<file path="src/rv_settings.svh">
`ifndef RV_SETTINGS_SVH
`define RV_SETTINGS_SVH

// Data and address width, one word
`define XLEN 32

// Architectural registers, x0 included
`define REG_COUNT 32
`define REG_IDX_W $clog2(`REG_COUNT)

// First fetch address after reset
`define RESET_PC 32'h0000_0000

// ADDI x0, x0, 0
`define NOP_INSTR 32'h0000_0013

`endif
</file>
<file path="src/rv_pkg.sv">
package rv_pkg;

    // Major opcodes of the supported RV32I subset
    typedef enum logic [6:0] {
        OP     = 7'b0110011,
        OP_IMM = 7'b0010011,
        LOAD   = 7'b0000011,
        STORE  = 7'b0100011,
        BRANCH = 7'b1100011,
        JAL    = 7'b1101111,
        LUI    = 7'b0110111
    } opcode_e;

    typedef enum logic [2:0] {
        ALU_ADD    = 3'd0,
        ALU_SUB    = 3'd1,
        ALU_AND    = 3'd2,
        ALU_OR     = 3'd3,
        ALU_XOR    = 3'd4,
        ALU_SLT    = 3'd5,
        // LUI passes the U immediate through
        ALU_PASS_B = 3'd6
    } alu_op_e;

    // Operand source for execute
    typedef enum logic [1:0] {
        FWD_NONE = 2'd0,
        FWD_MEM  = 2'd1,
        FWD_WB   = 2'd2
    } fwd_sel_e;

endpackage

</file>
<file path="src/rv_core.sv">
`timescale 1ns/1ps
`include "rv_settings.svh"

module rv_core import rv_pkg::*; (
    input  logic             clk,
    input  logic             arst_n,
    input  logic [`XLEN-1:0] instr,
    output logic [`XLEN-1:0] pc,
    input  logic             fetch_stall,
    output logic [`XLEN-1:0] data_addr,
    output logic [`XLEN-1:0] wr_data,
    output logic             wr_en,
    output logic             rd_en,
    input  logic [`XLEN-1:0] rd_data
);

    // Decode stage
    logic                  if_id_valid;
    logic [`XLEN-1:0]      if_id_pc;
    logic [`XLEN-1:0]      if_id_instr;
    logic [`REG_IDX_W-1:0] dec_rs1;
    logic [`REG_IDX_W-1:0] dec_rs2;
    logic [`REG_IDX_W-1:0] dec_rd;
    logic [`XLEN-1:0]      dec_imm;
    logic                  dec_rs1_used;
    logic                  dec_rs2_used;
    logic                  dec_rd_write;
    alu_op_e               dec_alu_op;
    logic                  dec_use_imm;
    logic                  dec_is_load;
    logic                  dec_is_store;
    logic                  dec_is_branch;
    logic                  dec_branch_ne;
    logic                  dec_is_jal;
    logic [`XLEN-1:0]      rf_rs1_value;
    logic [`XLEN-1:0]      rf_rs2_value;

    // Execute stage
    logic                  id_ex_valid;
    logic [`XLEN-1:0]      id_ex_pc;
    logic [`REG_IDX_W-1:0] id_ex_rs1;
    logic [`REG_IDX_W-1:0] id_ex_rs2;
    logic [`REG_IDX_W-1:0] id_ex_rd;
    logic [`XLEN-1:0]      id_ex_rs1_value;
    logic [`XLEN-1:0]      id_ex_rs2_value;
    logic [`XLEN-1:0]      id_ex_imm;
    alu_op_e               id_ex_alu_op;
    logic                  id_ex_use_imm;
    logic                  id_ex_rd_write;
    logic                  id_ex_is_load;
    logic                  id_ex_is_store;
    logic                  id_ex_is_branch;
    logic                  id_ex_branch_ne;
    logic                  id_ex_is_jal;
    logic [`XLEN-1:0]      ex_alu_result;
    logic [`XLEN-1:0]      ex_store_data;
    logic                  redirect;
    logic [`XLEN-1:0]      redirect_pc;
    fwd_sel_e              fwd_a;
    fwd_sel_e              fwd_b;
    logic                  load_use_stall;

    // Memory and writeback stages
    logic                  ex_mem_valid;
    logic [`REG_IDX_W-1:0] ex_mem_rd;
    logic                  ex_mem_rd_write;
    logic                  ex_mem_is_load;
    logic                  ex_mem_is_store;
    logic [`XLEN-1:0]      ex_mem_result;
    logic [`XLEN-1:0]      ex_mem_store_data;
    logic                  mem_wb_valid;
    logic [`REG_IDX_W-1:0] mem_wb_rd;
    logic                  mem_wb_rd_write;
    logic                  mem_wb_is_load;
    logic [`XLEN-1:0]      mem_wb_result;
    logic [`XLEN-1:0]      mem_wb_load_data;
    logic [`XLEN-1:0]      wb_value;
    logic                  wb_write;
    logic                  mem_write;

    logic                  front_hold;

    // Front end holds on either stall, a redirect overrides both
    assign front_hold = load_use_stall || fetch_stall;

    always_ff @(posedge clk or negedge arst_n) begin
        if (!arst_n) begin
            pc <= `RESET_PC;
            if_id_valid <= 1'b0;
            if_id_instr <= `NOP_INSTR;
            id_ex_valid <= 1'b0;
            ex_mem_valid <= 1'b0;
            mem_wb_valid <= 1'b0;
        end else begin
            if (redirect) begin
                pc <= redirect_pc;
                if_id_valid <= 1'b0;
                if_id_instr <= `NOP_INSTR;
            end else if (!front_hold) begin
                pc <= pc + `XLEN'(4);
                if_id_valid <= 1'b1;
                if_id_instr <= instr;
            end
            id_ex_valid <= if_id_valid && !(redirect || front_hold);
            ex_mem_valid <= id_ex_valid;
            mem_wb_valid <= ex_mem_valid;
        end
    end

    always_ff @(posedge clk) begin
        if (!front_hold) begin
            if_id_pc <= pc;
        end
        id_ex_pc <= if_id_pc;
        id_ex_rs1 <= dec_rs1;
        id_ex_rs2 <= dec_rs2;
        id_ex_rd <= dec_rd;
        id_ex_rs1_value <= rf_rs1_value;
        id_ex_rs2_value <= rf_rs2_value;
        id_ex_imm <= dec_imm;
        id_ex_alu_op <= dec_alu_op;
        id_ex_use_imm <= dec_use_imm;
        id_ex_rd_write <= dec_rd_write;
        id_ex_is_load <= dec_is_load;
        id_ex_is_store <= dec_is_store;
        id_ex_is_branch <= dec_is_branch;
        id_ex_branch_ne <= dec_branch_ne;
        id_ex_is_jal <= dec_is_jal;
        ex_mem_rd <= id_ex_rd;
        ex_mem_rd_write <= id_ex_rd_write;
        ex_mem_is_load <= id_ex_is_load;
        ex_mem_is_store <= id_ex_is_store;
        ex_mem_result <= ex_alu_result;
        ex_mem_store_data <= ex_store_data;
        mem_wb_rd <= ex_mem_rd;
        mem_wb_rd_write <= ex_mem_rd_write;
        mem_wb_is_load <= ex_mem_is_load;
        mem_wb_result <= ex_mem_result;
        mem_wb_load_data <= rd_data;
    end

    rv_decoder dec_inst0 (
        .instr(if_id_instr),
        .rs1(dec_rs1),
        .rs2(dec_rs2),
        .rd(dec_rd),
        .imm(dec_imm),
        .rs1_used(dec_rs1_used),
        .rs2_used(dec_rs2_used),
        .rd_write(dec_rd_write),
        .alu_op(dec_alu_op),
        .use_imm(dec_use_imm),
        .is_load(dec_is_load),
        .is_store(dec_is_store),
        .is_branch(dec_is_branch),
        .branch_ne(dec_branch_ne),
        .is_jal(dec_is_jal)
    );

    rv_regfile rf_inst0 (
        .clk(clk),
        .arst_n(arst_n),
        .rs1(dec_rs1),
        .rs2(dec_rs2),
        .rs1_value(rf_rs1_value),
        .rs2_value(rf_rs2_value),
        .rd(mem_wb_rd),
        .rd_value(wb_value),
        .wr_en(wb_write)
    );

    rv_hazard_unit hazard_inst0 (
        .id_rs1(dec_rs1),
        .id_rs2(dec_rs2),
        .id_rs1_used(dec_rs1_used),
        .id_rs2_used(dec_rs2_used),
        .ex_rd(id_ex_rd),
        .ex_is_load(id_ex_valid && id_ex_is_load && id_ex_rd_write),
        .ex_rs1(id_ex_rs1),
        .ex_rs2(id_ex_rs2),
        .mem_rd(ex_mem_rd),
        .mem_rd_write(mem_write),
        .wb_rd(mem_wb_rd),
        .wb_rd_write(wb_write),
        .load_use_stall(load_use_stall),
        .fwd_a(fwd_a),
        .fwd_b(fwd_b)
    );

    rv_execute ex_inst0 (
        .pc(id_ex_pc),
        .rs1_value(id_ex_rs1_value),
        .rs2_value(id_ex_rs2_value),
        .imm(id_ex_imm),
        .alu_op(id_ex_alu_op),
        .use_imm(id_ex_use_imm),
        .is_branch(id_ex_valid && id_ex_is_branch),
        .branch_ne(id_ex_branch_ne),
        .is_jal(id_ex_valid && id_ex_is_jal),
        .fwd_a(fwd_a),
        .fwd_b(fwd_b),
        .mem_result(ex_mem_result),
        .wb_value(wb_value),
        .alu_result(ex_alu_result),
        .store_data(ex_store_data),
        .redirect(redirect),
        .redirect_pc(redirect_pc)
    );

    // Memory stage drives the data port
    assign data_addr = ex_mem_result;
    assign wr_data   = ex_mem_store_data;
    assign wr_en     = ex_mem_valid && ex_mem_is_store;
    assign rd_en     = ex_mem_valid && ex_mem_is_load;
    assign mem_write = ex_mem_valid && ex_mem_rd_write;

    // Writeback
    assign wb_value = mem_wb_is_load ? mem_wb_load_data : mem_wb_result;
    assign wb_write = mem_wb_valid && mem_wb_rd_write;

endmodule

</file>
<file path="src/rv_execute.sv">
`timescale 1ns/1ps
`include "rv_settings.svh"

module rv_execute import rv_pkg::*; (
    input  logic [`XLEN-1:0] pc,
    input  logic [`XLEN-1:0] rs1_value,
    input  logic [`XLEN-1:0] rs2_value,
    input  logic [`XLEN-1:0] imm,
    input  alu_op_e          alu_op,
    input  logic             use_imm,
    input  logic             is_branch,
    input  logic             branch_ne,
    input  logic             is_jal,
    input  fwd_sel_e         fwd_a,
    input  fwd_sel_e         fwd_b,
    input  logic [`XLEN-1:0] mem_result,
    input  logic [`XLEN-1:0] wb_value,
    output logic [`XLEN-1:0] alu_result,
    output logic [`XLEN-1:0] store_data,
    output logic             redirect,
    output logic [`XLEN-1:0] redirect_pc
);

    logic [`XLEN-1:0] op_a;
    logic [`XLEN-1:0] op_b_reg;
    logic [`XLEN-1:0] op_b;
    logic [`XLEN-1:0] alu_out;
    logic             operands_equal;
    logic             branch_taken;

    function automatic logic [`XLEN-1:0] forward(input fwd_sel_e sel,
                                                 input logic [`XLEN-1:0] reg_value);
        case (sel)
            FWD_MEM: return mem_result;
            FWD_WB:  return wb_value;
            default: return reg_value;
        endcase
    endfunction

    always_comb begin
        op_a = forward(fwd_a, rs1_value);
        op_b_reg = forward(fwd_b, rs2_value);
        op_b = use_imm ? imm : op_b_reg;
        case (alu_op)
            ALU_SUB:    alu_out = op_a - op_b;
            ALU_AND:    alu_out = op_a & op_b;
            ALU_OR:     alu_out = op_a | op_b;
            ALU_XOR:    alu_out = op_a ^ op_b;
            ALU_SLT:    alu_out = {{(`XLEN-1){1'b0}}, $signed(op_a) < $signed(op_b)};
            ALU_PASS_B: alu_out = op_b;
            default:    alu_out = op_a + op_b;
        endcase
    end

    // JAL writes the link address, loads and stores use the sum as address
    assign alu_result = is_jal ? (pc + `XLEN'(4)) : alu_out;
    assign store_data = op_b_reg;

    // Branches compare the register operands, never the immediate
    assign operands_equal = (op_a == op_b_reg);
    assign branch_taken   = is_branch && (branch_ne ? !operands_equal : operands_equal);
    assign redirect       = branch_taken || is_jal;
    assign redirect_pc    = pc + imm;

endmodule

</file>
<file path="src/rv_hazard_unit.sv">
`timescale 1ns/1ps
`include "rv_settings.svh"

module rv_hazard_unit import rv_pkg::*; (
    input  logic [`REG_IDX_W-1:0] id_rs1,
    input  logic [`REG_IDX_W-1:0] id_rs2,
    input  logic                  id_rs1_used,
    input  logic                  id_rs2_used,
    input  logic [`REG_IDX_W-1:0] ex_rd,
    input  logic                  ex_is_load,
    input  logic [`REG_IDX_W-1:0] ex_rs1,
    input  logic [`REG_IDX_W-1:0] ex_rs2,
    input  logic [`REG_IDX_W-1:0] mem_rd,
    input  logic                  mem_rd_write,
    input  logic [`REG_IDX_W-1:0] wb_rd,
    input  logic                  wb_rd_write,
    output logic                  load_use_stall,
    output fwd_sel_e              fwd_a,
    output fwd_sel_e              fwd_b
);

    // Youngest producer wins, so memory is checked before writeback
    function automatic fwd_sel_e pick_source(input logic [`REG_IDX_W-1:0] src);
        if (mem_rd_write && (mem_rd == src)) begin
            return FWD_MEM;
        end
        if (wb_rd_write && (wb_rd == src)) begin
            return FWD_WB;
        end
        return FWD_NONE;
    endfunction

    // ex_is_load only comes in for loads that write a register
    assign load_use_stall = ex_is_load &&
                            ((id_rs1_used && (id_rs1 == ex_rd)) ||
                             (id_rs2_used && (id_rs2 == ex_rd)));

    always_comb begin
        fwd_a = pick_source(ex_rs1);
        fwd_b = pick_source(ex_rs2);
    end

endmodule

</file>
<file path="src/rv_regfile.sv">
`timescale 1ns/1ps
`include "rv_settings.svh"

module rv_regfile (
    input  logic                  clk,
    input  logic                  arst_n,
    input  logic [`REG_IDX_W-1:0] rs1,
    input  logic [`REG_IDX_W-1:0] rs2,
    output logic [`XLEN-1:0]      rs1_value,
    output logic [`XLEN-1:0]      rs2_value,
    input  logic [`REG_IDX_W-1:0] rd,
    input  logic [`XLEN-1:0]      rd_value,
    input  logic                  wr_en
);

    // Storage for x1 to x31 only
    logic [`XLEN-1:0] regs [1:`REG_COUNT-1];

    always_ff @(posedge clk or negedge arst_n) begin
        if (!arst_n) begin
            for (int i = 1; i < `REG_COUNT; i++) begin
                regs[i] <= '0;
            end
        end else if (wr_en) begin
            regs[rd] <= rd_value;
        end
    end

    // Same-cycle write is visible to decode
    always_comb begin
        if (rs1 == '0) begin
            rs1_value = '0;
        end else if (wr_en && (rd == rs1)) begin
            rs1_value = rd_value;
        end else begin
            rs1_value = regs[rs1];
        end
        if (rs2 == '0) begin
            rs2_value = '0;
        end else if (wr_en && (rd == rs2)) begin
            rs2_value = rd_value;
        end else begin
            rs2_value = regs[rs2];
        end
    end

endmodule

</file>
<file path="src/rv_decoder.sv">
`timescale 1ns/1ps
`include "rv_settings.svh"

module rv_decoder import rv_pkg::*; (
    input  logic [`XLEN-1:0]      instr,
    output logic [`REG_IDX_W-1:0] rs1,
    output logic [`REG_IDX_W-1:0] rs2,
    output logic [`REG_IDX_W-1:0] rd,
    output logic [`XLEN-1:0]      imm,
    output logic                  rs1_used,
    output logic                  rs2_used,
    output logic                  rd_write,
    output alu_op_e               alu_op,
    output logic                  use_imm,
    output logic                  is_load,
    output logic                  is_store,
    output logic                  is_branch,
    output logic                  branch_ne,
    output logic                  is_jal
);

    logic [2:0]       funct3;
    logic [6:0]       funct7;
    logic [`XLEN-1:0] imm_i;
    logic [`XLEN-1:0] imm_s;
    logic [`XLEN-1:0] imm_b;
    logic [`XLEN-1:0] imm_u;
    logic [`XLEN-1:0] imm_j;
    logic             legal;
    logic             write_rd;

    assign rs1    = instr[19:15];
    assign rs2    = instr[24:20];
    assign rd     = instr[11:7];
    assign funct3 = instr[14:12];
    assign funct7 = instr[31:25];

    assign imm_i = {{20{instr[31]}}, instr[31:20]};
    assign imm_s = {{20{instr[31]}}, instr[31:25], instr[11:7]};
    assign imm_b = {{19{instr[31]}}, instr[31], instr[7], instr[30:25], instr[11:8], 1'b0};
    assign imm_u = {instr[31:12], 12'b0};
    assign imm_j = {{11{instr[31]}}, instr[31], instr[19:12], instr[20], instr[30:21], 1'b0};

    always_comb begin
        legal = 1'b1;
        write_rd = 1'b0;
        rs1_used = 1'b0;
        rs2_used = 1'b0;
        alu_op = ALU_ADD;
        use_imm = 1'b0;
        imm = imm_i;
        is_load = 1'b0;
        is_store = 1'b0;
        is_branch = 1'b0;
        branch_ne = 1'b0;
        is_jal = 1'b0;
        case (opcode_e'(instr[6:0]))
            OP: begin
                case ({funct7, funct3})
                    {7'h00, 3'b000}: alu_op = ALU_ADD;
                    {7'h20, 3'b000}: alu_op = ALU_SUB;
                    {7'h00, 3'b111}: alu_op = ALU_AND;
                    {7'h00, 3'b110}: alu_op = ALU_OR;
                    {7'h00, 3'b100}: alu_op = ALU_XOR;
                    {7'h00, 3'b010}: alu_op = ALU_SLT;
                    default: legal = 1'b0;
                endcase
                rs1_used = legal;
                rs2_used = legal;
                write_rd = legal;
            end
            OP_IMM: begin
                case (funct3)
                    3'b000: alu_op = ALU_ADD;
                    3'b111: alu_op = ALU_AND;
                    3'b110: alu_op = ALU_OR;
                    3'b100: alu_op = ALU_XOR;
                    3'b010: alu_op = ALU_SLT;
                    default: legal = 1'b0;
                endcase
                use_imm = 1'b1;
                rs1_used = legal;
                write_rd = legal;
            end
            LOAD: begin
                // Word loads only
                legal = (funct3 == 3'b010);
                use_imm = 1'b1;
                rs1_used = legal;
                write_rd = legal;
                is_load = legal;
            end
            STORE: begin
                legal = (funct3 == 3'b010);
                use_imm = 1'b1;
                imm = imm_s;
                rs1_used = legal;
                rs2_used = legal;
                is_store = legal;
            end
            BRANCH: begin
                // BEQ and BNE differ in funct3 bit 0
                legal = (funct3[2:1] == 2'b00);
                imm = imm_b;
                rs1_used = legal;
                rs2_used = legal;
                is_branch = legal;
                branch_ne = funct3[0];
            end
            JAL: begin
                imm = imm_j;
                write_rd = 1'b1;
                is_jal = 1'b1;
            end
            LUI: begin
                alu_op = ALU_PASS_B;
                use_imm = 1'b1;
                imm = imm_u;
                write_rd = 1'b1;
            end
            default: legal = 1'b0;
        endcase
    end

    // Writes to x0 are dropped here
    assign rd_write = write_rd && (rd != '0);

endmodule

</file>
<file path="config.mk">
export PLATFORM = sky130hd
export DESIGN_NAME = rv_core
export DESIGN_NICKNAME = d
export VERILOG_FILES = /design/src/rv_pkg.sv /design/src/rv_core.sv /design/src/rv_execute.sv /design/src/rv_hazard_unit.sv /design/src/rv_regfile.sv /design/src/rv_decoder.sv
export VERILOG_INCLUDE_DIRS = /design/src
export SDC_FILE = /design/constraint.sdc
export NUM_CORES = 2
export LEC_CHECK = 0
export BUFFER_PORTS_ARGS = -buffer_cell sky130_fd_sc_hd__buf_2
export CORE_ASPECT_RATIO = 0.75
export CORE_MARGIN = 3
export CORE_UTILIZATION = 45
export CTS_BUF_LIST = sky130_fd_sc_hd__clkbuf_2
export DETAILED_ROUTE_END_ITERATION = 16
export HOLD_SLACK_MARGIN = 0.03
export SLEW_MARGIN = 20
export SYNTH_ARGS = -nofsm -noshare
export SYNTH_HDL_FRONTEND = slang
export SYNTH_SLANG_ARGS = --single-unit
</file>
<file path="constraint.sdc">
create_clock -name clk -period 5.6 [get_ports clk]
set_clock_uncertainty 0.05 [all_clocks]
set_input_delay 0.56 -clock clk [delete_from_list [all_inputs] [get_ports clk]]
set_output_delay 0.56 -clock clk [all_outputs]
set_load 0.02 [all_outputs]
</file>
# == Word level (Yosys, flattened, before mapping) ==
# Cells that the tools add are included.
# classes
bitwise_logic,6
n_reduce_logical,38
add_sub_neg,5
magnitude_cmp,5
n_eq_ne,36
mux,49
# op_table
op,n
$bwmux W992,1
$mux W32,14
$bmux W32 S5,2
$pmux W32 S6,1
$demux W32 S5,1
$pmux W32 S2,2
$pmux W31 S4,1
$add A32 B3 Y32 const B,2
$add A32 B32 Y32,2
$eq A5 B5 Y1,8
$and A32 B32 Y32,1
$eq A32 B32 Y1,1
$lt A32 B32 Y1,1
$or A32 B32 Y32,1
$sub A32 B32 Y32,1
$xor A32 B32 Y32,1
$eq A10 B3 Y1 const B,3
$eq A7 B6 Y1 const B,3
$logic_and A1 B1 Y1,21
$eq A3 B3 Y1 const B,6
$ge A6 B6 Y1 const B,3
$not A5 Y6,3
$mux W2,8
$pmux W3 S5,1
other kinds (27),51
# totals
output_inout_bits,98
register_bits,1388

# == Logic depth before layout (Yosys ltp) ==
# logic_depth
ltp_word,16
ltp_mapped,23
depth_no_buf,20

# == By module ==
# Synthesis repeated with hierarchy kept, for this count alone.
# hier_totals
cells_unflattened,6129
area_unflattened_um2,75670.1
# modules_own_cells
module,n_inst,cells_each,area_per_inst_um2,seq_area_each_um2
rv_regfile,1,3691,54150.7,24823.8
rv_core,1,722,10491.3,8592.0
rv_execute,1,1543,9811.9,0.0
rv_decoder,1,128,849.6,0.0
rv_hazard_unit,1,45,366.6,0.0

# == Worst setup path after synthesis ==
# No wires, ideal clock.
# synth_timing
path_kind,reg-to-reg
start,reg id_ex_use_imm
end,"reg ex_mem_result[29], in the netlist data_addr[29]"
synth_period_minus_slack_ns,4.792
path_buffers,4
path_stages_with_launch,19
path_slack_ns,0.808
required_ns,5.417
setup_ns,0.133
arrival_time_ns,4.610
cell_sequence,dfxtp_1 > clkbuf_1 > clkbuf_1 > buf_1 > mux2i_1 > inv_1 > ha_1 > clkbuf_1 > o21bai_1 > a21oi_1 > o21ai_0 > a31oi_1 > nor3_1 > o41ai_1 > a211oi_1 > o21bai_1 > mux2i_1 > a221oi_1 > a21oi_1
# synth_via
elab_chain_len,4
word_cells_on_any_way,8
# synth_rtl
item,line,text
from (decl),rv_core.sv:48,logic id_ex_use_imm;
from (signal assigned),rv_core.sv:122,id_ex_use_imm <= dec_use_imm;
$mux W32 (*),rv_execute.sv:43,op_b = use_imm ? imm : op_b_reg;
$add A32 B32 Y32 (tied with other cells),rv_execute.sv:51,default: alu_out = op_a + op_b;
$pmux W32 S6 (*),rv_execute.sv:44,case (alu_op)
$mux W32 (*),rv_execute.sv:56,assign alu_result = is_jal ? (pc + `XLEN'(4)) : alu_out;
via ex_alu_result[29],rv_core.sv:55,logic [`XLEN-1:0] ex_alu_result;
to (signal assigned),rv_core.sv:133,ex_mem_result <= ex_alu_result;
to (decl),rv_core.sv:69,logic [`XLEN-1:0] ex_mem_result;
# The timed path passes the listed nets; every way through them passes the cells marked *.
# A chain may end at the register's enable or synchronous reset.

# == Worst setup path after layout ==
# layout_timing
start,reg ex_mem_valid
end,"reg ex_mem_result[26], in the netlist data_addr[26]"
# layout_via
elab_chain_len,10
word_cells_on_any_way,21
# layout_rtl
item,line,text
from (decl),rv_core.sv:64,logic ex_mem_valid;
from (signal assigned),rv_core.sv:105,ex_mem_valid <= id_ex_valid;
$logic_and A1 B1 Y1 (*),rv_core.sv:215,assign mem_write = ex_mem_valid && ex_mem_rd_write;
$logic_and A1 B1 Y1 (*),rv_hazard_unit.sv:24,if (mem_rd_write && (mem_rd == src)) begin
$mux W1 (*),rv_hazard_unit.sv:24,
$mux W2 (*),rv_hazard_unit.sv:27,if (wb_rd_write && (wb_rd == src)) begin
$eq A2 B2 Y1 / $eq A2 B1 Y1 (equally long branches),rv_execute.sv:33,case (sel)
$pmux W32 S2 (*),rv_execute.sv:33,
via ex_inst0.store_data[5],rv_execute.sv:19,"output logic [`XLEN-1:0] store_data,"
$mux W32 (*),rv_execute.sv:43,
$add A32 B32 Y32 / $sub A32 B32 Y32 (equally long branches),"rv_execute.sv:51, rv_execute.sv:45",
$pmux W32 S6 (*),rv_execute.sv:44,
$mux W32 (*),rv_execute.sv:56,
via ex_alu_result[26],rv_core.sv:55,
# Marks and branches as above.

==> flow_summary.json <==
{
  "syn_avg_cell_area_um2": 10.81,
  "yosys_register_bits": 1388,
  "finalCritPeriodShare": 0.9770,
  "fp.dieH_um": 354.9,
  "drc": 0,
  "grt_max_degree": 162,
  "root_buffer": "clkbuf_2",
  "fin_nets": 7398,
  "setup_violations": 0,
  "syn_area_um2": 73020,
  "track_usage": 0.3317,
  "die_w_um": 471.1,
  "syn-num-nets": 6953,
  "status": "finished clean",
  "htreeDepth": 5,
  "yosysSeqAreaShare": 0.4576,
  "drtIter0Drc": 7547,
  "ios": 165,
  "worst_pin_slew_ns": 1.447,
  "yosysWarnings": 0,
  "path_clk_slew_ns": 0.14,
  "dp.final_hpwl_mm": 178.3,
  "row_count": 127,
  "avgRoutedWirePerCell_um": 29.15,
  "required_ns": 7.19,
  "rsz0062_at_grt": "no",
  "dominantRegCellSynth": "dfrtp_1",
  "die-area_um2": 167200,
  "cap_violations": 0,
  "fin_tns_setup_ns": 0,
  "synth_cell_types": 83,
  "place_congestion": 1.050,
  "cts_inserted_buffers": 355,
  "antenna_found_initial": 11,
  "io_buffers": 164,
  "cp_max_fo": 15,
  "dr_total_vias": 59540,
  "fin_cells": 9598,
  "dp.cells": 8747,
  "cts_tree": "yes",
  "vias_per_cell": 6.203,
  "final.min_clock_period_ns": 5.471,
  "leakage_nw": 36.36,
  "initial_core_util": 0.4550,
  "criticalPathCategory": "reg -> reg",
  "slew_viol_final": 0,
  "hold_viol": 0,
  "drt-total-wl_mm": 279.8,
  "synth-edff-count": 32,
  "cts_sinks": 1388,
  "antenna_left": 0,
  "firstDrtPassIters": 7,
  "peakVddDrop_v": 0.0002465,
  "core_area_um2": 160500,
  "grt_overflow": 0,
  "end_kind": "flop",
  "netlist_instances": 6754,
  "n_fill_cell": 14480,
  "clockBufferDepth": 4,
  "grt_pass1_vias": 57870,
  "fmax_mhz": 182.8,
  "layout-drive-gt1-share": 0.2526,
  "grt_pass1_wl_mm": 405.8,
  "syn_to_final_growth_pct": 13.86,
  "powerDensity_nw_per_um2": 285.6,
  "slew-limit-headroom": 0.03527,
  "async_flop_share": 0.7637,
  "arrival_ns": 7.06,
  "crit_path_start_kind": "flop",
  "hold_class": "reg -> reg",
  "clkLatencyLatePin_ns": 1.83
}
==> worst paths after layout <==
check,start,to,slack (ns),cells past startpoint
hold reg to reg,if_id_pc[15],id_ex_pc[15],0.28,0
setup reg to reg,ex_mem_valid,data_addr[26],0.13,22
setup / recovery,ex_mem_valid,data_addr[26],0.13,22
min in group asynchronous,arst_n,rf_inst0.regs[740],0.40,5
hold / removal,if_id_pc[15],id_ex_pc[15],0.28,0
max in group asynchronous,arst_n,rf_inst0.regs[305],3.56,6
==> per-layer routing <==
layer | vias up | part of all wire | track usage
li1 | 25660 | - | -
met5 | - | 0.0017 | 0
met4 | 12 | 0.031 | 0.1072
met1 | 30240 | 0.43 | 0.4886
met2 | 3112 | 0.41 | 0.4572
met3 | 523 | 0.12 | 0.1138
==> critical path, cell delays in order, from the launching register on <==
cell,delay [ns]
dfrtp_1,0.45
nand2_1,0.17
a221oi_4,0.28
and3_1,0.34
buf_4,0.28
o31ai_1,0.12
buf_4,0.15
mux2i_1,0.18
inv_1,0.07
ha_1,0.29
buf_4,0.18
nor2b_1,0.06
o21ai_0,0.23
a21oi_1,0.18
buf_4,0.17
a211o_1,0.30
o31a_1,0.27
a21oi_1,0.54
a2111oi_0,0.28
nor2_1,0.15
mux2_2,0.34
a21oi_1,0.14
a221oi_1,0.06
==> cell usage in the layout, fill, tap and decap left out, types with 24 or more instances in the layout <==
master            n
dfxtp_1         292
a22o_1           69
nor3_1           40
edfxtp_1         32
dfrtp_1        1047
mux2_2          163
inv_1           119
buf_2           163
nor2b_1          31
o31ai_1          61
a21oi_1         782
o21ai_0         496
mux2i_1         131
a21o_1           49
ha_1            130
and4_1           28
nand4_1          47
dlygate4sd3_1   218
nand3_1          67
buf_4           284
clkinv_1         95
xor2_1           90
a31oi_1          40
nor2_1          799
and3_1           52
and2_1           36
xnor2_1          76
nand2_1         509
clkbuf_2        500
buf_12           25
mux4_2          576
mux2i_4          24
==> final cells by class <==
class                           count  area [um^2]  area share
Antenna cell                        9        22.52   0.0002709
Clock buffer                      500         2502     0.03010
Clock inverter                    119        624.3    0.007510
Inverter                          123        461.7    0.005553
Multi-Input combinational cell   4636        37640      0.4528
Sequential cell                  1388        33460      0.4025
Tap cell                         2128         2663     0.03203
Timing Repair Buffer              695         5756     0.06923
==> where the power goes <==
group | switching [W] | internal (W) | leakage [nW]
logic | 0.00310 | 0.00201 | 16.7
registers | 0.000909 | 0.0106 | 17.3
clock network | 0.00445 | 0.00267 | 2.38
total | 0.00846 | 0.0153 | 36.4
==> what timing repair did <==
item | CTS | global route
buffers inserted | 0 | 1
hold buffers | 219 | 0
endpoints found under the setup margin | 0 | 28
hold endpoints to repair | 1188 | 0
resized for setup | 0 | 17
==> stage by stage <==
step | power (W) | setup WS (ns) | hold slack [ns] | util | area, um^2
6_report | 0.02374 | 0.1289 | 0.2806 | 0.5180 | 83140
5_1_grt | 0.02475 | 0.0009304 | 0.2887 | 0.5180 | 83130
4_1_cts | 0.02366 | 0.06875 | 0.1397 | 0.5167 | 82930
3_5_place_dp | 0.01645 | 0.1992 | 0.2769 | 0.4835 | 77600
3_3_place_gp | 0.01640 | 0.2314 | 0.2754 | 0.4833 | 77560
2_1_floorplan | 0.01425 | 0.8079 | 0.2144 | - | 73020
==> registers in the layout, summed over array words and instances (netlist names), 3 cells and up <==
register and cells:
data_addr 32, ex_mem_rd 5, id_ex_alu_op 3, id_ex_imm 32
id_ex_pc 32, id_ex_rd 5, id_ex_rs1 5, id_ex_rs1_value 32
id_ex_rs2 5, id_ex_rs2_value 32, if_id_instr 32, if_id_pc 32
mem_wb_load_data 32, mem_wb_rd 5, mem_wb_result 32, pc 32
rf_inst0.regs 992, wr_data 32
==> Yosys cell counts (all sizes together), types with 17 or more instances <==
| cell | n | area (um^2) |
|---|---|---|
| and4 | 29 | 254.0 |
| edfxtp | 32 | 960.9 |
| a211oi | 18 | 145.1 |
| xor2 | 92 | 805.8 |
| mux2i | 165 | 1652 |
| clkbuf | 494 | 1854 |
| nand3 | 68 | 340.3 |
| dfxtp | 296 | 5926 |
| a21o | 49 | 367.9 |
| o21ai | 502 | 2512 |
| nor2b | 36 | 225.2 |
| a21oi | 783 | 3919 |
| buf | 114 | 485.5 |
| xnor2 | 78 | 683.2 |
| nand2 | 520 | 1952 |
| nor3 | 49 | 260.3 |
| a31oi | 41 | 256.5 |
| and2 | 37 | 231.5 |
| and3 | 52 | 325.3 |
| nand4 | 47 | 294.0 |
| nor4 | 20 | 131.4 |
| nor2 | 821 | 3082 |
| mux4 | 576 | 12970 |
| o21bai | 18 | 135.1 |
| mux2 | 166 | 1869 |
| o221ai | 17 | 148.9 |
| ha | 131 | 1639 |
| o31ai | 69 | 538.0 |
| inv | 121 | 454.2 |
| a22o | 69 | 604.3 |
| dfrtp | 1057 | 26450 |
==> kinds of logic after synthesis <==
group | count (synthesis) | synth area share
simple gates | 1734 | 0.1024
fa+ha+maj | 132 | 0.02272
mux | 907 | 0.2259
buf+inv | 731 | 0.03837
xor+xnor | 170 | 0.02039
flops | 1388 | 0.4576
compound gates | 1692 | 0.1326
Power figures use the tool's default switching activity.
